==> src/source/memPkg.sv <==
package memPkg;

    // byte address and data word of the RV32 core
    typedef logic [31:0] addrT;
    typedef logic [31:0] wordT;

    // access length in bytes
    typedef logic [2:0] lenT;

    localparam lenT LenByte = 3'd1;
    localparam lenT LenHalf = 3'd2;
    localparam lenT LenWord = 3'd4;

    // data port command, 68 bits
    typedef struct packed {
        logic isStore;
        lenT  len;
        addrT addr;
        wordT wdata;
    } memReqT;

    // one instruction queue entry
    typedef struct packed {
        addrT pc;
        wordT inst;
    } fetchItemT;

endpackage

==> src/source/instFetch.sv <==
module instFetch #(
    parameter memPkg::addrT ResetPc = '0
) (
    input  logic              clk,
    input  logic              rst,
    input  logic              fetchEnable,
    output logic              fetchReq,
    output memPkg::addrT      fetchAddr,
    input  logic              fetchDone,
    input  memPkg::wordT      fetchInst,
    input  logic              queueFull,
    output logic              pushValid,
    output memPkg::fetchItemT pushItem
);
    import memPkg::*;

    addrT pc;
    logic pending;

    // request stays up with a stable address until done
    always_ff @(posedge clk) begin
        if (rst) begin
            pc      <= ResetPc;
            pending <= 1'b0;
        end else if (pending) begin
            if (fetchDone) begin
                pending <= 1'b0;
                pc      <= pc + 32'd4;
            end
        end else if (fetchEnable && !queueFull) begin
            pending <= 1'b1;
        end
    end

    assign fetchReq  = pending;
    assign fetchAddr = pc;

    // the done cycle goes straight into the queue
    assign pushValid = pending && fetchDone;
    assign pushItem  = '{pc: pc, inst: fetchInst};

endmodule

==> config.mk <==
export PLATFORM = sky130hd
export DESIGN_NAME = instFetch
export DESIGN_NICKNAME = d
export VERILOG_FILES = /design/src/source/memPkg.sv /design/src/source/instFetch.sv
export SDC_FILE = /design/constraint.sdc
export NUM_CORES = 1
export LEC_CHECK = 0
export ABC_AREA = 1
export BUFFER_PORTS_ARGS = -buffer_cell sky130_fd_sc_hd__buf_2
export CAP_MARGIN = 5
export CORE_MARGIN = 5
export CORE_UTILIZATION = 43
export DETAILED_ROUTE_END_ITERATION = 8
export GPL_TIMING_DRIVEN = 1
export HOLD_SLACK_MARGIN = 0.1
export PLACE_DENSITY = 0.87
export SLEW_MARGIN = 20
export SYNTH_ARGS = -nofsm -noshare
export SYNTH_HDL_FRONTEND = slang
export SYNTH_SLANG_ARGS = --single-unit
==> constraint.sdc <==
create_clock -name clk -period 1.54 [get_ports clk]
set_input_delay 0.308 -clock clk [delete_from_list [all_inputs] [get_ports clk]]
set_output_delay 0.308 -clock clk [all_outputs]
set_load 0.01 [all_outputs]
# == Yosys cells after proc, flatten, opt, wreduce, memory -nomap -nowiden ==
# Cells that the tools add are included.
# classes
n_addsub,1
muxes,3
n_reduce_logical,4
# op_table
operator,count
"adder 32 x 3 -> 32 bit, second input constant",1
2-to-1 mux 1 bit,3
logical AND 1 bit,2
AND reduction 2 bit,1
logical NOT 1 bit,1
# totals
register_bits,33
input_bits,37
output_inout_bits,98

# == Depth between registers and ports, before layout ==
# depth
word_depth,4
ltp_mapped,9
ltp_nobuf,9

# == Worst setup path after synthesis ==
# OpenSTA, ideal clock, no wires.
# synth_path
path_kind,register -> register
from,"register pc[3], in the netlist fetchAddr[3]"
to,"register pc[30], in the netlist fetchAddr[30]"
arrival_ns,1.322
required_time_ns,1.425
path_slack_ns,0.103
path_stages_with_launch,9
path_buffers,0
synth_period_minus_slack_ns,1.437
cell_sequence,dfxtp_1 > ha_1 > nand3_2 > inv_1 > nand3_2 > nor2_1 > nand3_1 > nand2_1 > nor2_1
# synth_between
elab_chain_len,1
# synth_lines
element,line_no,source
start: declaration,instFetch.sv:17,addrT pc;
start signal: assignment,instFetch.sv:23,pc <= ResetPc;
start signal: assignment,instFetch.sv:28,pc <= pc + 32'd4;
adder 32 x 3 -> 32 bit,instFetch.sv:28,
# No other way between the ends.
# A chain may end at the register's enable or synchronous reset.

# == Final worst setup path ==
# layout_path
from,"register pending, in the netlist fetchReq"
to,output port pushValid
# layout_between
elab_chain_len,1
# layout_lines
element,line_no,source
start: declaration,instFetch.sv:18,logic pending;
start signal: assignment,instFetch.sv:24,pending <= 1'b0;
start signal: assignment,instFetch.sv:27,pending <= 1'b0;
start signal: assignment,instFetch.sv:31,pending <= 1'b1;
logical AND 1 bit,instFetch.sv:39,assign pushValid = pending && fetchDone;
end: declaration,instFetch.sv:12,"output logic pushValid,"
# No other way between the ends.

==> results.toml <==
[timing]
rsz0062_at_grt = "no"
finalMaxSlewViolations = 0
setup_violations = 0
hold_viol = 0
period_needed_ps = 1430
max_freq_ghz = 0.700
fin_worst_skew_ps = 4.67
finalSetupTns_ps = 0
fin_crit_sh = 0.928

[floorplanning]
fp.dieW_um = 81.3
num_io_pins = 135
core_area_mm2 = 0.00501
start_util = 0.437
die_h_um = 81.3
fp-row-count = 26
die_area_mm2 = 0.00662

[clock_tree]
cts_made_buffers = 5
cts_root_buf = "clkbuf_8"
postCtsHoldBufs = 0
cts-htree-levels = 2
clock_sinks = 31
cts_tree = "done"
clk_latency_ps = 290
cts_setup_buffers = 0
clk_pin_slew_ps = 60
cts.path.max_buffers = 2

[routing]
vias = 1951
drt_iter0_markers = 174
drtAntennaViolNets = 0
viasPerCell = 4.69
wire_per_inst_um = 12.3
routed_wl_um = 5120
drc = 0
firstDrtPassIters = 4

[place]
place_hpwl_um = 4020
place_area_mm2 = 0.00215
place_congestion = 0.921
portBuffers = 66

[critical_path]
crit_required_ps = 1230
crit_chain = "nand2_4 -> inv_2 -> buf_2"
path_buf_inv = 2
crit_fanout = 11
crit_slowest_cell = "dfxtp_1"
worstSetupStartpointType = "register"
critPathMaxStageDelay_ps = 390
crit_type = "register to output port"
cp_top_family = "flip-flops"
cp.arrival_ps = 1120
end_kind = "output port"

[status]
status = "completed"

[grt]
grt_max_degree = 20
grt_overflow = 0
grt_pass1_wl_um = 8260
track_usage = 0.162
antenna_found_initial = 0
grt_pass1_vias = 1768

[synth]
syn_inst = 331
synth_area_mm2 = 0.00219
avgSynthCellArea_um2 = 6.61
ys_ff_latch = 31
yosysWarnings = 0
ys_seq_area_frac = 0.284
ys_types = 26

[finish]
area_delta_synth_final_pct = 2.74
fillers = 533
drive_gt1_frac = 0.292
design_area_mm2 = 0.00225
final_cell_mix = "74 x nand2_1, 66 x buf_2, 62 x nor2_1"
fin_nets = 383
final_common_cell = "nand2_1"
post-route-util = 0.449
multi_input_area_um2 = 976
antenna_cells = 0
layout.area.seq_um2 = 623

[hold_path]
min_path_type = "input port to register"

[power]
p_leak_nw = 1.02
vdd_drop_max_mv = 0.414
finalPower_mw = 1.50
powerDensity_mw_per_mm2 = 665

[job]
drv_cap = 0
final timing paths:
path | from | end | slack, ps | cells past startpoint
worst max-delay path | fetchReq$_SDFF_PP0_ | pushValid | 110 | 3
worst max register to register | fetchAddr[3]$_SDFFE_PP0P_ | fetchAddr[20]$_SDFFE_PP0P_ | 130 | 8
worst min register to register | fetchAddr[7]$_SDFFE_PP0P_ | fetchAddr[7]$_SDFFE_PP0P_ | 510 | 2
worst min-delay path | fetchEnable | fetchReq$_SDFF_PP0_ | 320 | 3
layer usage:
metal / vias up / GRT usage / routed length [µm]
li1: 975 / - / -
met1: 886 / 0.202 / 2160
met2: 85 / 0.263 / 2420
met3: 5 / 0.0399 / 463
met4: 0 / 0.0726 / 79
met5: - / 0 / 0
state kept, by name, indices dropped and copies added (netlist names):
register / count
fetchReq: 1
fetchAddr: 30
cells by family after synthesis:
| family | Yosys count | share of synthesized area |
|---|---|---|
| and+or+nand+nor | 179 | 0.365 |
| AOI/OAI and AO/OA | 21 | 0.0503 |
| other | 1 | 0.00171 |
| DFF | 31 | 0.284 |
| xor gates and xnor gates | 3 | 0.0120 |
| buffers and inverters | 95 | 0.281 |
| adders and majority gates | 1 | 0.00572 |
power breakdown:
group          switching (mW)  internal [mW]
logic                  0.0476         0.0256
clock network           0.296          0.316
registers             0.00391          0.806
total                   0.347           1.15
tightest hold or removal path, delay by kind of cell:
kind,cells,cell delay [ps]
AOI/OAI and AO/OA,1,50
and+or+nand+nor,1,120
buffers and inverters,1,70
area by class of cell:
| cell class | count | share of cell area |
|---|---|---|
| inverters | 26 | 0.0434 |
| clock inverters | 1 | 0.00223 |
| well taps | 70 | 0.0390 |
| multi-input cells | 208 | 0.434 |
| repair buffers | 73 | 0.170 |
| flip-flops and latches | 31 | 0.277 |
| clock buffers | 7 | 0.0339 |
Yosys cell counts, drive strengths merged:
| cell | instances | area (µm²) |
|---|---|---|
| nor2 | 74 | 335 |
| xor2 | 2 | 17.5 |
| a211oi | 1 | 7.51 |
| a21o | 1 | 7.51 |
| or2 | 1 | 6.26 |
| ha | 1 | 12.5 |
| and2 | 1 | 6.26 |
| buf | 68 | 514 |
| nand3 | 17 | 100 |
| conb | 1 | 3.75 |
| clkinv | 1 | 3.75 |
| o21ai | 7 | 35.0 |
| a21oi | 12 | 60.1 |
| inv | 25 | 93.8 |
| nor3 | 4 | 20.0 |
| clkbuf | 1 | 3.75 |
| nor3b | 3 | 22.5 |
| nand2 | 78 | 303 |
| nand4 | 1 | 6.26 |
| xnor2 | 1 | 8.76 |
| dfxtp | 31 | 621 |
what timing repair did:
action	in CTS	in global routing
cloned	0	0
gates resized for setup	1	6
endpoints found under the setup margin	1	7
stage by stage:
step           worst slack (ps)  hold WS (ps)  cells
6_report                    111           316    416
5_1_grt                    7.37           330    416
4_1_cts                    26.7           328    416
3_5_place_dp               88.9           506    408
3_3_place_gp                165           494    408
2_1_floorplan               103           384    334
No activity file was read; power rests on OpenSTA's default activity.
