**config.mk**
```make
export PLATFORM = sky130hd
export DESIGN_NAME = instQueue
export DESIGN_NICKNAME = d
export VERILOG_FILES = /design/src/source/memPkg.sv /design/src/source/instQueue.sv
export SDC_FILE = /design/constraint.sdc
export NUM_CORES = 1
export LEC_CHECK = 0
export BUFFER_PORTS_ARGS = -buffer_cell sky130_fd_sc_hd__buf_2
export CAP_MARGIN = 20
export CORE_MARGIN = 3
export CORE_UTILIZATION = 45
export DETAILED_ROUTE_END_ITERATION = 6
export MAX_ROUTING_LAYER = met4
export PLACE_DENSITY = 0.68
export SYNTH_ARGS = -nofsm -noshare
export SYNTH_HDL_FRONTEND = slang
export SYNTH_SLANG_ARGS = --single-unit
```
**constraint.sdc**
```tcl
create_clock -name clk -period 8.1 [get_ports clk]
set_clock_uncertainty 0.2 [all_clocks]
set_input_delay 0.81 -clock clk [delete_from_list [all_inputs] [get_ports clk]]
set_output_delay 0.81 -clock clk [all_outputs]
set_load 0.01 [all_outputs]
```
**src/source/memPkg.sv**
```systemverilog
package memPkg;

    // byte address and data word of the RV32 core
    typedef logic [31:0] addrT;
    typedef logic [31:0] wordT;

    // access length in bytes
    typedef logic [2:0] lenT;

    localparam lenT LenByte = 3'd1;
    localparam lenT LenHalf = 3'd2;
    localparam lenT LenWord = 3'd4;

    // data port command, 68 bits
    typedef struct packed {
        logic isStore;
        lenT  len;
        addrT addr;
        wordT wdata;
    } memReqT;

    // one instruction queue entry
    typedef struct packed {
        addrT pc;
        wordT inst;
    } fetchItemT;

endpackage

```
**src/source/instQueue.sv**
```systemverilog
module instQueue #(
    parameter int QueueDepth = 4
) (
    input  logic              clk,
    input  logic              rst,
    input  logic              pushValid,
    input  memPkg::fetchItemT pushItem,
    input  logic              reserve,
    output logic              full,
    output logic              instValid,
    output memPkg::fetchItemT instItem,
    input  logic              instReady
);
    import memPkg::*;

    localparam int PtrBits   = (QueueDepth > 1) ? $clog2(QueueDepth) : 1;
    localparam int CountBits = $clog2(QueueDepth + 1);

    fetchItemT            entries [QueueDepth];
    logic [PtrBits-1:0]   rdPtr;
    logic [PtrBits-1:0]   wrPtr;
    logic [CountBits-1:0] count;
    logic [CountBits:0]   occupied;
    logic                 reserved;
    logic                 pop;

    function automatic logic [PtrBits-1:0] nextPtr(input logic [PtrBits-1:0] ptr);
        nextPtr = (ptr == PtrBits'(QueueDepth - 1)) ? '0 : ptr + 1'b1;
    endfunction

    assign pop       = instValid && instReady;
    assign instValid = (count != '0);
    assign instItem  = entries[rdPtr];

    // an in-flight fetch already owns a slot
    assign occupied = {1'b0, count} + {{CountBits{1'b0}}, reserved};
    assign full     = (occupied >= QueueDepth);

    always_ff @(posedge clk) begin
        if (rst) begin
            rdPtr    <= '0;
            wrPtr    <= '0;
            count    <= '0;
            reserved <= 1'b0;
        end else begin
            if (pushValid) begin
                wrPtr <= nextPtr(wrPtr);
            end
            if (pop) begin
                rdPtr <= nextPtr(rdPtr);
            end
            case ({pushValid, pop})
                2'b10:   count <= count + 1'b1;
                2'b01:   count <= count - 1'b1;
                default: count <= count;
            endcase
            // held from request start until its word lands
            if (pushValid) begin
                reserved <= 1'b0;
            end else if (reserve) begin
                reserved <= 1'b1;
            end
        end
    end

    always_ff @(posedge clk) begin
        if (pushValid) begin
            entries[wrPtr] <= pushItem;
        end
    end

endmodule

```
Word-level counts from Yosys, hierarchy flattened

Memory sizes are Yosys's and may differ from the RTL's. A register that Yosys moved wholly into a read port is not among the register bits.
Index checks and enable logic that the tools add are counted.

Output and inout port bits: 66
Bits in latches: 0
Word-level logic and storage cells: 26
Memories: 1
RAM bits: 256
Register bits after elaboration: 8
ROM bits: 0
Input bits: 69

Reduce and logical (&&, ||, !) cells: 4
Add/subtract/negate cells: 5
$mul: 0
Order comparisons: 1
Equality and inequality tests: 4
Divide/modulo/power cells: 0
Shift-type cells: 0
Bitwise operators: 0
Multiplexer cells: 7

Memory list:

| name    | depth | bits a word | read ports | clocked after memory_dff | wr ports | line            | source |
|---|---|---|---|---|---|---|---|
| entries | 4     | 64          | 1          | 1                        | 1        | instQueue.sv:19 | `fetchItemT entries [QueueDepth];` |

Operators with widths:

| cell                                                               | number |
|---|---|
| 2-to-1 mux 2 bit                                                   | 4 |
| equality test 2 bit (second input constant)                        | 3 |
| one-hot mux 3 bit (2 select lines)                                 | 1 |
| adder 2 x 1 -> 2 bit (second input constant)                       | 2 |
| adder 3 x 1 -> 4 bit                                               | 1 |
| greater-or-equal comparator 4 x 3 -> 1 bit (second input constant) | 1 |
| adder 3 x 1 -> 3 bit (second input constant)                       | 1 |
| nonzero test 3 bit                                                 | 1 |
| subtractor 3 x 1 -> 3 bit (second input constant)                  | 1 |
| equality test 2 x 1 -> 1 bit (second input constant)               | 1 |
| 2-to-1 mux 1 bit                                                   | 2 |
| nonzero test 2 bit                                                 | 1 |
| OR reduction 2 bit                                                 | 1 |
| logical AND 1 bit                                                  | 1 |

Longest topological paths before layout

Gate-level depths: netlist (run 1).

Depth in word-level cells: 4
Gate-level depth with buffers: 8
Mapped depth without buffers: 8

Least setup slack after synthesis (run 1)

OpenSTA, ideal clock, no wires.

Path type: input-to-reg
Start point: in pushValid
End point: mem entries[0][0] (netlist bit) (enable)
Library setup time: 0.429 ns
Data required time: 7.471 ns
Stages: 1
Path buffers: 0
Arrival: 2.317 ns
Setup slack: 5.155 ns
Path through: and2_1

Longest elaborated chain between the ends: 2

Ends and longest elaborated chain:

| element                                | line            | source |
|---|---|---|
| from (decl)                            | instQueue.sv:6  | `input logic pushValid,` |
| 2-to-1 mux 1 bit                       | instQueue.sv:67 | `if (pushValid) begin` |
| 2-to-1 mux 1 bit (not written as such) | instQueue.sv:68 | `entries[wrPtr] <= pushItem;` |
| to (decl)                              | instQueue.sv:19 |  |

No other way between the ends.

==> results of run 1 <==
## worst register-to-register path, delay by kind of cell, from the launching register on
family / cells / cell delay [ps]
flops: 1 / 420
simple gates: 1 / 320
xor+xnor: 1 / 170
buf+inv: 2 / 130
fa+ha+maj: 2 / 560
compound gates: 2 / 280
## synth_stat cells, drive strengths merged
cell | number | area (um2)
edfxtp | 256 | 7690
mux4 | 64 | 1460
buf | 13 | 161
dfxtp | 10 | 200
inv | 7 | 26.3
nor2 | 7 | 26.3
ha | 6 | 75.1
a21oi | 4 | 20.0
and2 | 4 | 25.0
or3 | 3 | 18.8
clkbuf | 2 | 8.75
mux2i | 2 | 20.0
xor2 | 2 | 17.5
a31o | 1 | 8.76
fa | 1 | 20.0
nand2 | 1 | 3.75
nor3 | 1 | 5.00
nor3b | 1 | 7.51
o21ai | 1 | 5.00
o31ai | 1 | 12.5
## power groups by stage
stage	Sequential (mW)	Combinational (mW)	Clock, mW
4_1_cts	1.65	0.515	1.20
6_report	1.64	0.500	1.17
3_5_place_dp	1.68	0.513	0
5_1_grt	1.66	0.545	1.26
2_1_floorplan	1.62	0.410	0
3_3_place_gp	1.67	0.503	0
## sequential cells by signal (all words and copies together) (netlist names), named ones only
register / count
wrPtr: 2
entries: 256
count: 3
reserved: 1
rdPtr: 2
## per-stage QoR
step / cells / worst slack, ps / util [%]
global placement: 782 / 4720 / 50.3
finish: 831 / 4320 / 54.3
detailed placement: 782 / 4730 / 50.3
floorplan: 387 / 5150 / -
CTS: 828 / 4160 / 54.2
global route: 831 / 4030 / 54.3
## layout make-up
class | instances | area share, %
sequential | 266 | 68.6
multi-input combinational | 99 | 15.0
clock buffer | 33 | 6.06
timing repair buffer | 135 | 5.89
tap | 275 | 2.99
clock inverter | 13 | 1.17
inverter | 7 | 0.228
antenna | 3 | 0.0652
## per-layer routing
| metal | wire length, um | global-route usage [%] | part of all wire [%] |
|---|---|---|---|
| met2 | 8720 | 24.8 | 51 |
| met5 | 0 | - | 0 |
| met3 | 1040 | 3.97 | 6.1 |
| met4 | 363 | 3.53 | 2.1 |
| met1 | 7040 | 19.4 | 41 |
## kinds of logic (layout without fill, tap and decap cells)
logic type | Yosys count | count (layout)
other cells | 0 | 3
xor+xnor | 2 | 2
mux | 66 | 66
compound gates | 7 | 7
fa+ha+maj | 7 | 7
flops | 266 | 266
buf+inv | 22 | 188
simple gates | 17 | 17
## final timing paths
check                start           end  cells after the start
hold reg to reg   reserved      reserved                      2
setup reg to reg  count[0]      count[2]                      8
hold / removal    reserved      reserved                      2
setup / recovery  register  instItem[53]                      3
==> impl_metrics.json, run 1 <==
{
  "status": "complete, no violations",
  "hpwl_um": 9780,
  "crit_path_end_kind": "output pin",
  "syn-cell-area_um2": 9810,
  "synth_top_family_by_area": "multiplexers",
  "synth.mux.area_fraction_pct": 15.1,
  "fin_crit_sh_pct": 46.6,
  "detail_route.drc_violations": 0,
  "grt_use_total_pct": 15.2,
  "yosys_warnings": 0,
  "path_class": "register to output pin",
  "wl_um": 17200,
  "finalPower_mw": 3.31,
  "cts_tree": "built",
  "rsz0062_at_grt": "false",
  "slew_headroom_pct": 31.6,
  "first_global_vias": 4957,
  "clockPowerShare_pct": 35.3,
  "p_leak_nw": 3.88,
  "slew_viol_final": 0,
  "worst-path-max-fanout": 37,
  "fp-row-count": 53,
  "insertion_delay_ps": 510,
  "cts_hold_buffers": 0,
  "ctsHtreeMaxLevel": 1,
  "required_ps": 7090,
  "die_x_um": 154,
  "powerDensity_nw_per_um2": 288,
  "dr_total_vias": 4391,
  "fmax_mhz": 265,
  "ioPinCount": 135,
  "whs_ps": 295,
  "yosys.area_share.simple_pct": 0.880,
  "seq_area_um2": 7900,
  "overflow": 0,
  "port_buffers": 134,
  "core_um2": 21200,
  "drive_gt1_share_pct": 43.2,
  "cts_made_buffers": 26,
  "period_needed_ps": 3780,
  "internal-power_mw": 2.54,
  "die-height_um": 154,
  "multi_input_area_um2": 1730,
  "synth-seq-area-share_pct": 80.4,
  "crit_chain": "buf_4 > mux4_1 > buf_2",
  "ant_nets": 0,
  "start_util_pct": 46.2,
  "grt_pass1_wl_um": 27300,
  "tightest_slew_ps": 1030,
  "firstDrtPassIters": 4,
  "vias_per_cell": 5.28,
  "max_stage_delay_ps": 720,
  "synth_cell_types": 24,
  "p_seq_share_pct": 49.6,
  "cp_data_arrival_time_ps": 2770,
  "drt_iter0_drc": 274,
  "synth-compound-area-share_pct": 0.472,
  "cp.buffers_inverters": 2,
  "clockBufferDepth": 3,
  "dieArea_um2": 23600,
  "combPwrFrac_pct": 15.1,
  "setup_viol": 0,
  "reg2reg_slack_ps": 5940,
  "grt_max_degree": 65,
  "path_clk_slew_ps": 60,
  "sw_frac_of_total_pct": 23.3,
  "cp-start-kind": "register",
  "placed_area_um2": 10700,
  "synth_xor_area_share_pct": 0.179,
  "hold_path_class": "register to register",
  "antenna_found_initial": 3,
  "postCtsSetupRepairBufs": 0,
  "wl_per_cell_um": 20.7,
  "cts-root-buf": "clkbuf_16",
  "switching_power_uw": 771,
  "peakVddDrop_uv": 187,
  "final_common_cell": "edfxtp_1",
  "final-hold-violation-count": 0,
  "crit_slowest_cell": "buf_4",
  "fillers": 1656,
  "avgSynthCellArea_um2": 25.3,
  "cap_violations": 0,
  "final_area_um2": 11500,
  "syn_nets": 463,
  "gp_congestion": 0.657,
  "tns_ps": 0,
  "cts_resized": 0,
  "yosys_register_bits": 266,
  "final_nets": 611,
  "final_cell_mix": "edfxtp_1 (256), buf_2 (134), mux4_2 (60)",
  "cp_top_family": "buffers and inverters",
  "synthCells": 387,
  "synthAdderAreaFrac_pct": 0.970,
  "clock_sinks": 266,
  "areaGrowthSynthToFinish_pct": 17.4
}
Note: power is estimated with default switching activity, not from simulation.
==> run 2, diff against run 1 <==
PLACE_DENSITY = 0.7   (was 0.68)
clock period = 3.4 ns   (was 8.1 ns; I/O delays follow)
==> run 2 against run 1 <==
Compared with the run above: first-iteration DRC count decreased by 2.9%; power increased by 140%; routed wire length increased by 4.8%; clock power increased by 140%; register-to-register slack worse by 4700 ps; global-route usage increased by 0.70 points; utilization rose by 3.4 points; sequential share of layout area decreased by 4.0 points; largest power group unchanged.
==> impl_metrics.json, run 2 (synthesis gave the netlist of run 1 again) <==
{
  "status": "complete, no violations",
  "slew_headroom_pct": 33.2,
  "detail_route.drc_violations": 0,
  "required_ps": 2860,
  "drt_iter0_drc": 266,
  "whs_endpoint": "wrPtr[0]",
  "cts_tree": "built",
  "worst-path-max-fanout": 27,
  "ioPinCount": 135,
  "core_um2": 21200,
  "vias_per_cell": 5.21,
  "slew_viol_final": 0,
  "grt_max_degree": 65,
  "insertion_delay_ps": 520,
  "die_x_um": 154,
  "cap_violations": 0,
  "final-hold-violation-count": 0,
  "hold_path_class": "input port to register",
  "crit_chain": "buf_4 > mux4_2 > buf_2",
  "cts-root-buf": "clkbuf_16",
  "worst-r2r-cell-count": 8,
  "ant_nets": 0,
  "crit_path_end_kind": "output pin",
  "final_common_cell": "edfxtp_1",
  "postCtsSetupRepairBufs": 0,
  "clock_sinks": 266,
  "drive_gt1_share_pct": 38.3,
  "cts_made_buffers": 27,
  "cp_data_arrival_time_ps": 2370,
  "hpwl_um": 9690,
  "die-height_um": 154,
  "grt_pass1_wl_um": 28700,
  "wl_um": 18000,
  "clockPowerShare_pct": 35.4,
  "final_area_um2": 12200,
  "antenna_cells": 0,
  "r2r-end": "count[2]",
  "placed_area_um2": 10700,
  "path_clk_slew_ps": 60,
  "top_register": "entries",
  "crit_slowest_cell": "dfxtp_4",
  "worstHoldStart": "pushValid",
  "fp-row-count": 53,
  "largest_register_ffs": 256,
  "cp-start-kind": "register",
  "areaGrowthSynthToFinish_pct": 24.8,
  "gp_congestion": 0.753,
  "fin_crit_sh_pct": 85.7,
  "ctsHtreeMaxLevel": 1,
  "antenna_found_initial": 0,
  "dr_total_vias": 4692,
  "period_needed_ps": 2910,
  "sw_frac_of_total_pct": 23.5,
  "final_cell_mix": "edfxtp_1 (256), buf_2 (134), dlygate4sd3_1 (68)",
  "rsz0062_at_grt": "false",
  "clockBufferDepth": 3,
  "cp.buffers_inverters": 2,
  "max_stage_delay_ps": 710,
  "top_regs": "entries: 256 flops, count: 3 flops",
  "port_buffers": 134,
  "first_global_vias": 5257,
  "start_util_pct": 46.2,
  "grt_use_total_pct": 15.9,
  "peakVddDrop_uv": 410,
  "final_nets": 681,
  "switching_power_mw": 1.89,
  "tightest_slew_ps": 1000,
  "cp_top_family": "flip-flops",
  "internal-power_mw": 6.16,
  "fillers": 1576,
  "cts_resized": 0,
  "setup_viol": 0,
  "fmax_mhz": 343,
  "p_leak_nw": 4.18,
  "overflow": 0,
  "tns_ps": 0,
  "firstDrtPassIters": 5,
  "dieArea_um2": 23600,
  "worst-path-stages": 3,
  "wl_per_cell_um": 20.0,
  "combPwrFrac_pct": 15.9,
  "hold_depth": 4,
  "timing.rr.start": "count[0]",
  "path_class": "register to output pin",
  "cts_hold_buffers": 68,
  "p_seq_share_pct": 48.7,
  "reg2reg_slack_ps": 1280,
  "powerDensity_nw_per_um2": 657
}
-- run 2: final cells by class --
cell class	count	area, um2	area share [%]
Clock inverter	11	138	1.12
Multi-Input combinational cell	99	1730	14.2
Inverter	7	26.3	0.215
Clock buffer	39	721	5.89
Tap cell	275	344	2.81
Timing Repair Buffer	204	1380	11.3
Sequential cell	266	7900	64.5
-- run 2: worst max-delay path by stage --
stage	slack (ps)	end
5_1_grt	330	instItem[57]
3_3_place_gp	1000	instItem[57]
4_1_cts	410	instItem[57]
6_report	490	instItem[52]
3_5_place_dp	970	instItem[57]
2_1_floorplan	720	entries[3][0]
-- run 2: per-stage QoR --
step | total power, mW | std cells | setup slack, ps | util (%) | hold slack [ps]
global placement | 5.20 | 783 | 1000 | 50.4 | 263
global route | 8.38 | 901 | 329 | 57.7 | 77.9
finish | 8.04 | 901 | 488 | 57.7 | 49.5
floorplan | 4.84 | 387 | 716 | - | 219
detailed placement | 5.23 | 783 | 974 | 50.4 | 283
CTS | 8.14 | 901 | 411 | 57.7 | 21.7
-- run 2: worst reg2reg max path: cells and delay by family (launching register included) --
family / cells / cell delay, ps
DFF: 1 / 410
and+or+nand+nor: 1 / 310
AOI/OAI and AO/OA: 2 / 280
buffers and inverters: 2 / 130
adders and majority gates: 2 / 550
xor gates and xnor gates: 1 / 160
-- run 2: power groups by stage --
stage | clock [mW] | sequential (mW) | combinational [mW]
global route | 3.05 | 3.94 | 1.39
CTS | 2.91 | 3.93 | 1.31
floorplan | 0 | 3.86 | 0.978
detailed placement | 0 | 3.99 | 1.24
finish | 2.85 | 3.91 | 1.28
global placement | 0 | 3.98 | 1.21
-- run 2: per-layer routing --
layer / global-route usage, % / vias up / wire length, um
met5: - / - / 0
met4: 3.74 / 0 / 369
met3: 3.04 / 30 / 875
met2: 26.9 / 154 / 9290
met1: 20.1 / 2425 / 7450
li1: - / 2083 / -
