## config.mk

```make
export PLATFORM = sky130hd
export DESIGN_NAME = memCtrl
export DESIGN_NICKNAME = d
export VERILOG_FILES = /design/src/source/memPkg.sv /design/src/source/memCtrl.sv
export SDC_FILE = /design/constraint.sdc
export NUM_CORES = 1
export LEC_CHECK = 0
export ABC_AREA = 1
export ABC_CLOCK_PERIOD_IN_PS = 7950
export BUFFER_PORTS_ARGS = -buffer_cell sky130_fd_sc_hd__buf_2
export CAP_MARGIN = 30
export CORE_MARGIN = 5
export CORE_UTILIZATION = 25
export CTS_CLUSTER_SIZE = 25
export DETAILED_ROUTE_END_ITERATION = 8
export HOLD_SLACK_MARGIN = 0.05
export PLACE_DENSITY = 0.44
export SLEW_MARGIN = 5
export SYNTH_ARGS = -nofsm -noshare
export SYNTH_HDL_FRONTEND = slang
export SYNTH_SLANG_ARGS = --single-unit
```

## constraint.sdc

```tcl
create_clock -name clk -period 7.95 [get_ports clk]
set_clock_uncertainty 0.1 [all_clocks]
set_input_delay 1.1925 -clock clk [delete_from_list [all_inputs] [get_ports clk]]
set_output_delay 1.1925 -clock clk [all_outputs]
set_load 0.02 [all_outputs]
```

## src/source/memPkg.sv

```systemverilog
package memPkg;

    // byte address and data word of the RV32 core
    typedef logic [31:0] addrT;
    typedef logic [31:0] wordT;

    // access length in bytes
    typedef logic [2:0] lenT;

    localparam lenT LenByte = 3'd1;
    localparam lenT LenHalf = 3'd2;
    localparam lenT LenWord = 3'd4;

    // data port command, 68 bits
    typedef struct packed {
        logic isStore;
        lenT  len;
        addrT addr;
        wordT wdata;
    } memReqT;

    // one instruction queue entry
    typedef struct packed {
        addrT pc;
        wordT inst;
    } fetchItemT;

endpackage

```

## src/source/memCtrl.sv

```systemverilog
module memCtrl (
    input  logic           clk,
    input  logic           rst,
    input  logic           rdy,
    input  logic           dataReq,
    input  memPkg::memReqT dataCmd,
    output logic           dataDone,
    output memPkg::wordT   dataRdata,
    input  logic           fetchReq,
    input  memPkg::addrT   fetchAddr,
    output logic           fetchDone,
    output memPkg::wordT   fetchInst,
    output logic           ramWe,
    output memPkg::addrT   ramAddr,
    output logic [7:0]     ramWdata,
    input  logic [7:0]     ramRdata
);
    import memPkg::*;

    typedef enum logic [1:0] {
        idle,
        readData,
        writeData,
        readInst
    } stateT;

    stateT      state;
    lenT        stage;
    lenT        reqLen;
    addrT       baseAddr;
    wordT       reqData;
    wordT       assembly;
    wordT       merged;
    lenT        offset;
    logic [4:0] byteShift;
    logic       readLast;
    logic       writeLast;
    logic       loadDone;

    // anything but a byte or halfword runs as a full word
    function automatic lenT legalLen(input lenT len);
        case (len)
            LenByte, LenHalf: legalLen = len;
            default:          legalLen = LenWord;
        endcase
    endfunction

    // reads need one extra stage for the ram latency
    assign readLast  = (stage == reqLen);
    assign writeLast = (stage == reqLen - 3'd1);

    // while paused, point back at the byte already read so rdata holds
    assign offset   = rdy ? stage : stage - 3'd1;
    assign ramAddr  = baseAddr + addrT'(offset);
    assign ramWe    = rdy && (state == writeData);
    assign ramWdata = reqData[{stage[1:0], 3'b000} +: 8];

    // byte arriving now belongs to lane stage-1, little endian
    assign byteShift = {stage[1:0] - 2'd1, 3'b000};
    assign merged    = assembly | (wordT'(ramRdata) << byteShift);

    assign loadDone  = rdy && readLast;
    assign dataDone  = rdy && ((state == readData && readLast) ||
                               (state == writeData && writeLast));
    assign dataRdata = (loadDone && state == readData) ? merged : '0;
    assign fetchDone = loadDone && (state == readInst);
    assign fetchInst = fetchDone ? merged : '0;

    always_ff @(posedge clk) begin
        if (rst) begin
            state <= idle;
            stage <= '0;
        end else if (rdy) begin
            case (state)
                idle: begin
                    stage <= '0;
                    // data port wins over fetch
                    if (dataReq) begin
                        state <= dataCmd.isStore ? writeData : readData;
                    end else if (fetchReq) begin
                        state <= readInst;
                    end
                end
                writeData: begin
                    if (writeLast) begin
                        state <= idle;
                        stage <= '0;
                    end else begin
                        stage <= stage + 3'd1;
                    end
                end
                default: begin
                    if (readLast) begin
                        state <= idle;
                        stage <= '0;
                    end else begin
                        stage <= stage + 3'd1;
                    end
                end
            endcase
        end
    end

    always_ff @(posedge clk) begin
        if (rdy) begin
            if (state == idle) begin
                assembly <= '0;
                if (dataReq) begin
                    baseAddr <= dataCmd.addr;
                    reqLen   <= legalLen(dataCmd.len);
                    reqData  <= dataCmd.wdata;
                end else begin
                    baseAddr <= fetchAddr;
                    reqLen   <= LenWord;
                    reqData  <= '0;
                end
            end else if (state != writeData && stage != '0) begin
                assembly <= merged;
            end
        end
    end

endmodule

```

# --- Word level (Yosys, flattened, before mapping) ---
# Index checks and enable logic that the tools add are counted.
classes:
  n_addsub: 5
  eq_ne: 10
  shift: 2
  mux: 14
  n_bitwise: 1
  reduce_logical: 18
ops:
  columns: ["op", "n"]
  rows:
  - ["$mux 32", 4]
  - ["$add 32x3->32", 1]
  - ["$or 32x32->32", 1]
  - ["$shiftx 32x6->8", 1]
  - ["$shl 8x5->32", 1]
  - ["$mux 2", 5]
  - ["$mux 3", 3]
  - ["$logic_and 1x1->1", 8]
  - ["$eq 3x3->1", 2]
  - ["$pmux 3 s2", 1]
  - ["$reduce_and 2->1", 3]
  - ["$reduce_bool 3->1", 2]
  - ["$sub 3x1->3 const B", 2]
  - ["$eq 2x2->1 const B", 2]
  - ["$ne 2x2->1 const B", 2]
  - ["$pmux 2 s2", 1]
  - ["$reduce_and 4->1", 1]
  - ["$add 3x1->3 const B", 1]
  - ["$eq 3x1->1 const B", 1]
  - ["$eq 3x2->1 const B", 1]
  - ["$ne 3x3->1 const B", 1]
  - ["$eq 2x1->1 const B", 1]
  - ["$logic_not 2->1", 1]
  - ["$reduce_bool 2->1", 1]
  - ["other kinds (3)", 3]
totals:
  ff_bits: 104
  in_bits: 113
  out_inout_bits: 107
  word_cells: 56

# --- Longest topological paths before layout ---
# Gate-level depths: netlist (run 1).
depth:
  depth_word: 5
  ltp_mapped: 18
  depth_no_buf: 16

# --- Least setup slack after synthesis (run 1) ---
# Ideal clock, no wire load.
synth_timing:
  path_kind: "input to register"
  start: "input port rdy"
  end: "register baseAddr[0], enable pin"
  setup_ns: 0.574
  t_arrival_ns: 6.052
  t_required_ns: 7.276
  slack_ns: 1.224
  stages: 3
  n_path_buf: 1
  cell_sequence: "buf_2 > inv_1 > nor3_1"
synth_between:
  elab_chain_len: 1
synth_rtl:
  columns: ["element", "line", "rtl"]
  rows:
  - ["start, declared", "memCtrl.sv:4", "input logic rdy,"]
  - ["$reduce_and 2->1 (no line)", null, null]
  - ["end signal, assigned", "memCtrl.sv:109", "baseAddr <= dataCmd.addr;"]
  - ["end signal, assigned", "memCtrl.sv:113", "baseAddr <= fetchAddr;"]
  - ["end, declared", "memCtrl.sv:30", "addrT baseAddr;"]
# No other way between the ends.
# A chain may end at the register's enable or synchronous reset.

# --- Final worst setup path (run 1) ---
layout_timing:
  start: "register stage[0]"
  end: "output port ramAddr[22]"
layout_between:
  elab_chain_len: 3
layout_rtl:
  columns: ["element", "line", "rtl"]
  rows:
  - ["start, declared", "memCtrl.sv:28", "lenT stage;"]
  - ["start signal, assigned", "memCtrl.sv:89", "stage <= stage + 3'd1;"]
  - ["start signal, assigned", "memCtrl.sv:97", "stage <= stage + 3'd1;"]
  - ["$sub 3x1->3", "memCtrl.sv:53", "assign offset = rdy ? stage : stage - 3'd1;"]
  - ["$mux 3 *", "memCtrl.sv:53", null]
  - ["$add 32x3->32 *", "memCtrl.sv:54", "assign ramAddr = baseAddr + addrT'(offset);"]
  - ["end, declared", "memCtrl.sv:14", "output memPkg::addrT ramAddr,"]
# Mark *: on every way between the ends. The rest lies on a longest branch, timed or not.

==> results.py, run 1 <==
metrics = {
    "outcome": {
        "outcome": "finished clean",
    },
    "worst_setup_path": {
        "crit_required_ps": 6660,
        "cp_common_cell": "nand2_1",
        "cp-end-kind": "primary output",
        "crit_slowest_cell": "ha_1",
        "arrival_ps": 3870,
        "crit_chain": "buf_4 > inv_6 > ha_1 > o21ai_1 > inv_1 > fa_1 > inv_1 > nand2_1 > nand2_1 > nand2_1 > nor2_2 > nand2_1 > nor2_2 > nand2_1 > xor2_1 > buf_2",
        "crit_path_max_incr_delay_ps": 600,
        "worst-path-buf-inv": 5,
        "crit_type": "flop to primary output",
        "startpoint_type": "flop",
        "path_delay_family": "adder cells",
        "cp_max_fo": 36,
    },
    "global_routing": {
        "grt_pass1_vias": 5403,
        "grt_first_pass_wirelength_um": 29300,
        "grt_max_degree": 69,
        "overflow": 0,
        "grtUsageTotal_pct": 13.25,
        "antenna_found_initial": 1,
    },
    "cells_and_area": {
        "area_delta_synth_final_pct": 27.95,
        "n_antenna_cell": 0,
        "nNetsFinal": 1083,
        "design_area_um2": 7818,
        "stdcell_count": 1291,
        "drive_gt1_share_pct": 27.20,
    },
    "power_and_ir_drop": {
        "ir_drop_mv": 0.1027,
        "powerDensity_nw_per_um2": 203.2,
        "leakage_nw": 3.962,
    },
    "floorplanning": {
        "top_level_ports": 220,
        "die_area_um2": 27660,
        "coreArea_um2": 24180,
        "rows": 57,
        "die_w_um": 166.3,
        "initial_core_util_pct": 25.27,
        "fp.dieH_um": 166.3,
    },
    "route": {
        "drt-total-wl_um": 18650,
        "drt_pass1_iterations": 5,
        "viasPerCell": 4.180,
        "first_iter_violations": 269,
        "vias": 5397,
        "wl_per_cell_um": 14.45,
        "drc": 0,
        "drtAntennaViolNets": 0,
    },
    "timing": {
        "tightest_slew_ps": 714.7,
        "slew_headroom_pct": 52.35,
        "hold_slack_ps": 483.6,
        "min_period_over_period_pct": 64.99,
        "maxSlewViolCount": 0,
        "fmax_mhz": 193.5,
        "post-route-min-period_ps": 5167,
        "rsz0062_at_grt": "false",
        "hold_violations": 0,
        "setup_violations": 0,
        "setup_tns_ps": 0,
        "layout_setup_ws_ps": 2783,
    },
    "synth": {
        "ys_types": 36,
        "synth-seq-cells": 104,
        "synth_top_area_share_pct": 48.66,
        "yosys-top-cells-area": "edfxtp_1, nand2_1, nor2_1, inv_1, xor2_1",
        "ys.flop_type": "edfxtp_1",
        "synth_top_area_cell": "edfxtp_1",
        "yosysWarnings": 0,
        "syn_inst": 756,
        "avgSynthCellArea_um2": 8.081,
        "async_flop_share_pct": 0,
        "synth-seq-area-share_pct": 50.30,
        "synth_edf_count": 99,
        "syn_area_um2": 6110,
        "syn_nets": 877,
        "yosys-top-cells-count": "nand2_1, nor2_1, inv_1, edfxtp_1",
        "yosysMostFrequentCell": "nand2_1",
    },
    "clock_tree": {
        "cts_setup_buffers": 0,
        "cts_max_path_buffers": 2,
        "tritoncts": "yes",
        "cts_buffers": 9,
        "clk_latency_ps": 350,
        "cts_hold_buf": 0,
        "cts-root-buf": "clkbuf_16",
        "clk_pin_slew_ps": 70,
        "clock-sinks": 104,
        "cts_resized": 0,
        "cts-htree-levels": 3,
    },
    "run": {
        "maxCapViolCount": 0,
    },
    "place": {
        "dp_slack_ps": 3063,
        "hpwl_um": 14090,
        "place_area_um2": 7528,
        "io_buffers": 219,
        "gp_congestion": 0.8154,
        "dp_cells": 1275,
    },
    "min_path": {
        "hp-class": "flop to flop",
    },
}
layout make-up:
class | instances | area, um^2
Clock buffer | 10 | 229.0
Clock inverter | 6 | 60.06
Fill cell | 2637 | 16360
Inverter | 103 | 391.6
Multi-Input combinational cell | 518 | 2490
Sequential cell | 104 | 3073
Tap cell | 324 | 405.4
Timing Repair Buffer | 226 | 1169
worst paths after layout:
check	from	endpoint	slack (ps)	depth (start not counted)
setup reg to reg	stage[0]	assembly[21]	4680	6
setup / recovery	stage[0]	ramAddr[22]	2780	16
hold reg to reg	assembly[19]	assembly[19]	480	2
hold / removal	assembly[19]	assembly[19]	480	2
where the power goes:
part / switching [mW] / internal [mW] / leakage (nW)
combinational: 0.276 / 0.131 / 2.81
clock: 0.217 / 0.222 / 0.143
sequential: 0.0403 / 0.702 / 1.01
total: 0.533 / 1.06 / 3.96
per-layer routing:
layer / wire length [um] / global-route usage, % / vias up
li1: - / - / 2807
met1: 8580 / 17.34 / 2417
met2: 8782 / 22.07 / 158
met3: 1077 / 3.452 / 13
met4: 204 / 3.095 / 2
met5: 7 / 0 / -
placed cells by master (no fill, tap or decap), types with 9 or more instances in the layout:
| cell | synthesis | routed |
|---|---|---|
| nand3_1 | 13 | 13 |
| clkbuf_16 | 0 | 9 |
| nor3_1 | 18 | 17 |
| inv_1 | 100 | 100 |
| o21ai_0 | 18 | 18 |
| buf_2 | 7 | 219 |
| xnor2_1 | 11 | 11 |
| nand2_1 | 224 | 224 |
| nor2_1 | 142 | 142 |
| edfxtp_1 | 99 | 99 |
| xor2_1 | 17 | 17 |
| o21bai_1 | 16 | 16 |
state kept, by name (all words and copies together) (netlist names):
register  cells
assembly     32
state         2
reqLen        3
reqData      32
baseAddr     32
stage         3
worst reg2reg max path: cells and delay by family (launching register included):
| family | cells | cell delay, ps |
|---|---|---|
| AND/OR/NAND/NOR | 1 | 70 |
| flip-flops | 1 | 310 |
| AO/OA/AOI/OAI | 1 | 510 |
| adder cells (fa/ha/maj) | 1 | 760 |
| buffers and inverters | 3 | 1290 |
cells by family (layout without fill, tap and decap cells):
family / after synthesis / after routing / share of synthesized area (%)
adders and majority gates: 8 / 8 / 1.761
buffers and inverters: 134 / 345 / 9.318
and+or+nand+nor: 417 / 417 / 27.67
DFF: 104 / 104 / 50.30
xor gates and xnor gates: 28 / 28 / 4.014
AOI/OAI and AO/OA: 65 / 65 / 6.943
metrics by stage:
stage | total power, mW | util, %
after floorplan | 1.018 | -
after detailed placement | 1.170 | 31.14
final | 1.588 | 32.33
after CTS | 1.612 | 32.33
after global routing | 1.680 | 32.33
after global placement | 1.167 | 31.03
No activity file was read; power rests on OpenSTA's default activity.
==> run 2: changes to the inputs <==
- ABC_CLOCK_PERIOD_IN_PS: 7950 -> 5200
- clock period: 7.95 -> 5.2 ns (I/O delays scaled with it)
==> run 2 against run 1 <==
  * Global-route usage up 0.052 points
  * Hold slack worse by 1.2 ps
  * Sequential cell count unchanged
  * Wire length down 0.41%
  * Setup slack worse by 1700 ps
  * Final cell count up 0.15%
  * First-iteration DRC count down 9.7%
  * Non-clock buffer count up 1
  * Via count up 0.11%
  * Sequential power up 52%
  * Die area unchanged
==> results.py, run 2 (synthesis results as in run 1) <==
metrics = {
    "cells_and_area": {
        "area_delta_synth_final_pct": 28.57,
        "nNetsFinal": 1084,
        "drive_gt1_share_pct": 27.27,
        "stdcell_count": 1293,
        "final_common_cell": "nand2_1",
        "reg.largest.list": "assembly (32), baseAddr (32), reqData (32)",
        "final_cell_mix": "nand2_1, buf_2, nor2_1, inv_1, edfxtp_1",
    },
    "clock_tree": {
        "cts_resized": 0,
        "cts-root-buf": "clkbuf_16",
        "cts_setup_buffers": 0,
        "cts_hold_buf": 0,
        "cts_max_path_buffers": 2,
        "clk_latency_ps": 350,
        "tritoncts": "yes",
        "clock-sinks": 104,
        "cts_buffers": 9,
        "clk_pin_slew_ps": 80,
        "cts-htree-levels": 3,
    },
    "global_routing": {
        "overflow": 0,
        "grt_pass1_vias": 5417,
        "grt_max_degree": 69,
        "grtUsageTotal_pct": 13.30,
        "antenna_found_initial": 1,
        "grt_first_pass_wirelength_um": 29510,
    },
    "route": {
        "drc": 0,
        "drtAntennaViolNets": 0,
        "vias": 5403,
        "drt-total-wl_um": 18580,
        "wl_per_cell_um": 14.37,
        "first_iter_violations": 243,
        "viasPerCell": 4.179,
        "drt_pass1_iterations": 6,
    },
    "power_and_ir_drop": {
        "powerDensity_nw_per_um2": 316.4,
        "p_sw_share_pct": 33.05,
        "p_int_mw": 1.664,
        "leakage_nw": 3.978,
        "switchingPower_uw": 821.2,
        "ir_drop_mv": 0.1541,
        "comb_power_share_pct": 25.0,
        "p_clk_share_pct": 29.3,
        "power_frac_seq_pct": 45.6,
    },
    "worst_setup_path": {
        "crit_required_ps": 4320,
        "crit_path_max_incr_delay_ps": 430,
        "cp_common_cell": "nand2_1",
        "cp_max_fo": 14,
        "crit_type": "flop to primary output",
        "crit_slowest_cell": "fa_1",
        "crit_chain": "buf_4 > inv_2 > ha_1 > o21ai_1 > inv_1 > fa_1 > inv_1 > nand2_1 > nand2_1 > nand2_1 > nor2_2 > nand2_1 > nor2_2 > nand2_1 > xor2_1 > buf_2",
        "cp-end-kind": "primary output",
        "startpoint_type": "flop",
        "arrival_ps": 3210,
    },
    "run": {
        "maxCapViolCount": 0,
    },
    "min_path": {
        "hp-class": "flop to flop",
    },
    "timing": {
        "post-route-min-period_ps": 4092,
        "tightest_slew_ps": 744.9,
        "hold_violations": 0,
        "fmax_mhz": 244.4,
        "rsz0062_at_grt": "false",
        "setup_violations": 0,
        "min_period_over_period_pct": 78.70,
        "setup_tns_ps": 0,
        "maxSlewViolCount": 0,
        "slew_headroom_pct": 50.34,
    },
    "floorplanning": {
        "die_w_um": 166.3,
        "die_area_um2": 27660,
        "initial_core_util_pct": 25.27,
        "fp.dieH_um": 166.3,
        "rows": 57,
        "coreArea_um2": 24180,
        "top_level_ports": 220,
    },
    "place": {
        "dp_cells": 1276,
        "gp_congestion": 0.8430,
        "hpwl_um": 13860,
        "io_buffers": 219,
    },
    "outcome": {
        "outcome": "finished clean",
    },
}
[run 2: cell types whose count changed in the layout (fill, tap and decap cells not counted), sizes merged]
cell,change
inv,+1
buf,+1
bufinv,+1
clkinv,-2
diode,+1
[run 2: per-stage QoR]
stage                     power (mW)  utilization, %  hold WS, ps  area, um^2  worst slack [ps]
after floorplan                1.551               -        431.7        6115             938.4
after global placement         1.784           31.08        454.2        7515              1159
after detailed placement       1.791           31.20        464.5        7542              1151
after CTS                      2.531           32.48        483.9        7853             999.2
after global routing           2.640           32.49        496.1        7855             793.4
final                          2.485           32.49        482.4        7855              1108
[run 2: critical path, delay by kind of cell (launching register included)]
family | cells | cell delay (ps)
AND/OR/NAND/NOR | 7 | 780
adder cells (fa/ha/maj) | 2 | 760
buffers and inverters | 5 | 690
flip-flops | 1 | 310
AO/OA/AOI/OAI | 1 | 190
XOR/XNOR | 1 | 140
[run 2: worst paths after layout]
path,from,end,slack [ps],cells after the start
max,stage[1],ramAddr[22],1110,16
min,assembly[16],assembly[16],480,2
max reg2reg,stage[1],assembly[22],2480,7
min reg2reg,assembly[16],assembly[16],480,2
[run 2: power groups by stage]
stage               Combinational, mW  Sequential [mW]  Clock (mW)
floorplan                       0.416             1.14           0
CTS                             0.639             1.14       0.757
finish                          0.622             1.13       0.729
global route                    0.704             1.15       0.789
detailed placement              0.638             1.15           0
global placement                0.631             1.15           0
[run 2: cell type report]
type	instances	area (um^2)
antenna	1	2.502
clock buffer	10	229.0
clock inverter	6	81.33
fill	2651	16320
inverter	103	391.6
multi-input combinational	518	2496
sequential	104	3073
tap	324	405.4
timing repair buffer	227	1176
[run 2: routing by layer]
metal | vias to the layer above | share of wire (%) | GRT usage (%)
met1 | 2435 | 47 | 17.36
met4 | 0 | 1.3 | 3.308
met3 | 14 | 5.0 | 2.904
met5 | - | 0 | 0
li1 | 2815 | - | -
met2 | 139 | 46 | 22.53
==> run 3: changes to the inputs <==
- ABC_AREA: 1 -> 0
- ABC_CLOCK_PERIOD_IN_PS: 5200 -> 3910
- PLACE_DENSITY: 0.44 -> 0.45
- clock period: 5.2 -> 3.91 ns (I/O delays scaled with it)
==> run 3 against run 2 <==
  * Synthesized cell count is 35% lower
  * Cell area is 6.5% lower
  * Via count fell by 20%
  * Largest cell class unchanged
  * Highest routed layer unchanged
==> results.py, run 3 <==
metrics = {
    "outcome": {
        "outcome": "finished clean",
    },
    "worst_setup_path": {
        "path_delay_family": "adder cells",
        "worst-path-buf-inv": 3,
        "crit_slowest_cell": "fa_1",
        "crit_chain": "inv_1 > ha_1 > mux2i_1 > inv_1 > fa_1 > nor2b_2 > o2111ai_4 > nor4_1 > xor2_1 > buf_2",
        "cp_max_fo": 10,
        "crit_type": "flop to primary output",
        "cp-end-kind": "primary output",
        "arrival_ps": 3060,
        "cp_common_cell": "inv_1",
        "crit_required_ps": 3220,
        "crit_path_max_incr_delay_ps": 440,
        "startpoint_type": "flop",
    },
    "synth": {
        "yosysWarnings": 0,
        "ys_types": 44,
        "syn_area_um2": 5540,
        "synth_top_area_share_pct": 53.66,
        "ys.flop_type": "edfxtp_1",
        "syn_inst": 491,
        "synth-seq-area-share_pct": 55.47,
        "yosys-top-cells-area": "edfxtp_1, nor2_1, mux2_2, xor2_1, and2_1",
        "syn_nets": 612,
        "synth_top_area_cell": "edfxtp_1",
        "async_flop_share_pct": 0,
        "yosys-top-cells-count": "nor2_1, edfxtp_1, a21oi_1, and2_1, mux2_2",
        "synth_edf_count": 99,
        "synth-seq-cells": 104,
        "yosysMostFrequentCell": "nor2_1",
        "avgSynthCellArea_um2": 11.28,
    },
    "clock_tree": {
        "cts_hold_buf": 0,
        "clk_latency_ps": 350,
        "cts_setup_buffers": 0,
        "cts_max_path_buffers": 2,
        "clk_pin_slew_ps": 80,
        "tritoncts": "yes",
        "cts-htree-levels": 3,
        "cts_buffers": 9,
        "cts-root-buf": "clkbuf_16",
        "clock-sinks": 104,
    },
    "floorplanning": {
        "rows": 54,
        "die_w_um": 158.9,
        "initial_core_util_pct": 25.39,
        "die_area_um2": 25240,
        "coreArea_um2": 21820,
        "top_level_ports": 220,
        "fp.dieH_um": 158.9,
    },
    "power_and_ir_drop": {
        "leakage_nw": 3.171,
        "p_int_mw": 2.049,
        "p_sw_share_pct": 29.96,
        "power_frac_seq_pct": 49.0,
        "ir_drop_mv": 0.2304,
        "p_total_mw": 2.925,
        "comb_power_share_pct": 20.3,
        "switchingPower_uw": 876.5,
        "powerDensity_nw_per_um2": 398.3,
        "p_clk_share_pct": 30.7,
    },
    "place": {
        "dp_cells": 972,
        "gp_congestion": 0.7972,
        "dp_slack_ps": 296.8,
        "place_area_um2": 6968,
        "hpwl_um": 11890,
        "io_buffers": 219,
    },
    "min_path": {
        "hp-class": "input pin to flop",
    },
    "route": {
        "first_iter_violations": 273,
        "drt-total-wl_um": 15460,
        "vias": 4323,
        "wl_per_cell_um": 15.62,
        "drtAntennaViolNets": 0,
        "viasPerCell": 4.367,
        "drc": 0,
        "drt_pass1_iterations": 4,
    },
    "cells_and_area": {
        "stdcell_count": 990,
        "post-route-util_pct": 33.65,
        "n_antenna_cell": 0,
        "design_area_um2": 7345,
        "final_common_cell": "buf_2",
        "area_delta_synth_final_pct": 32.57,
        "nNetsFinal": 826,
        "fill_cells": 2259,
        "reg.largest.list": "assembly (32), baseAddr (32), reqData (32)",
        "drive_gt1_share_pct": 41.97,
        "final_cell_mix": "buf_2, nor2_1, edfxtp_1, a21oi_1",
    },
    "timing": {
        "tightest_slew_ps": 919.4,
        "rsz0062_at_grt": "true",
        "setup_tns_ps": 0,
        "hold_slack_ps": 369.6,
        "layout_setup_ws_ps": 168.2,
        "slew_headroom_pct": 38.71,
        "fmax_mhz": 267.3,
        "min_period_over_period_pct": 95.70,
        "post-route-min-period_ps": 3742,
        "maxSlewViolCount": 0,
        "setup_violations": 0,
        "hold_violations": 0,
    },
    "global_routing": {
        "grt_max_degree": 70,
        "grt_pass1_vias": 4542,
        "grt_first_pass_wirelength_um": 24650,
        "grtUsageTotal_pct": 12.01,
        "overflow": 0,
        "antenna_found_initial": 0,
    },
    "run": {
        "maxCapViolCount": 0,
    },
}
run 3: worst paths after layout:
| path | slack (ps) | endpoint | from | cells after the start |
|---|---|---|---|---|
| worst max-delay path | 170 | ramAddr[28] | stage[0] | 10 |
| worst min-delay path | 370 | state[1] | rst | 2 |
| worst max register to register | 1930 | assembly[14] | stage[0] | 6 |
| worst min register to register | 490 | assembly[26] | assembly[26] | 2 |
run 3: what timing repair did:
action / in CTS / in global routing
gates resized for setup: 1 / 3
pin swaps: 0 / 0
setup endpoints to repair: 1 / 7
run 3: worst register-to-register path: cells and delay by family, from the launching register on:
kind                       cells  cell delay (ps)
adders and majority gates      1              360
AOI/OAI and AO/OA              1              270
buffers and inverters          2              150
DFF                            1              330
and+or+nand+nor                2              640
run 3: final cells by class:
cell class                      count  area [um^2]  area share (%)
Clock inverter                      7        70.07          0.9540
Clock buffer                        9        225.2           3.066
Multi-Input combinational cell    342         2331           31.74
Inverter                           19        71.32          0.9710
Timing Repair Buffer              229         1224           16.66
Tap cell                          280        350.3           4.770
Sequential cell                   104         3073           41.84
run 3: power groups by stage:
stage | logic [mW] | clock network, mW | registers (mW)
finish | 0.594 | 0.899 | 1.43
global route | 0.657 | 0.987 | 1.45
CTS | 0.610 | 0.936 | 1.43
detailed placement | 0.607 | 0 | 1.46
global placement | 0.598 | 0 | 1.46
floorplan | 0.382 | 0 | 1.44
run 3: logic make-up after synthesis:
logic type	Yosys count	synth area share [%]
AOI/OAI and AO/OA	48	5.081
xor gates and xnor gates	39	6.436
adders and majority gates	8	1.942
buffers and inverters	45	3.230
DFF	104	55.47
muxes	43	10.30
and+or+nand+nor	204	17.55
run 3: per-layer routing:
layer	vias to the layer above	GRT usage, %	part of all wire [%]	wire length, um
met3	11	2.255	4.1	632
met4	0	3.994	1.4	215
met5	-	0	0	0
met2	101	20.82	51	7922
met1	2060	15.07	43	6692
li1	2151	-	-	-
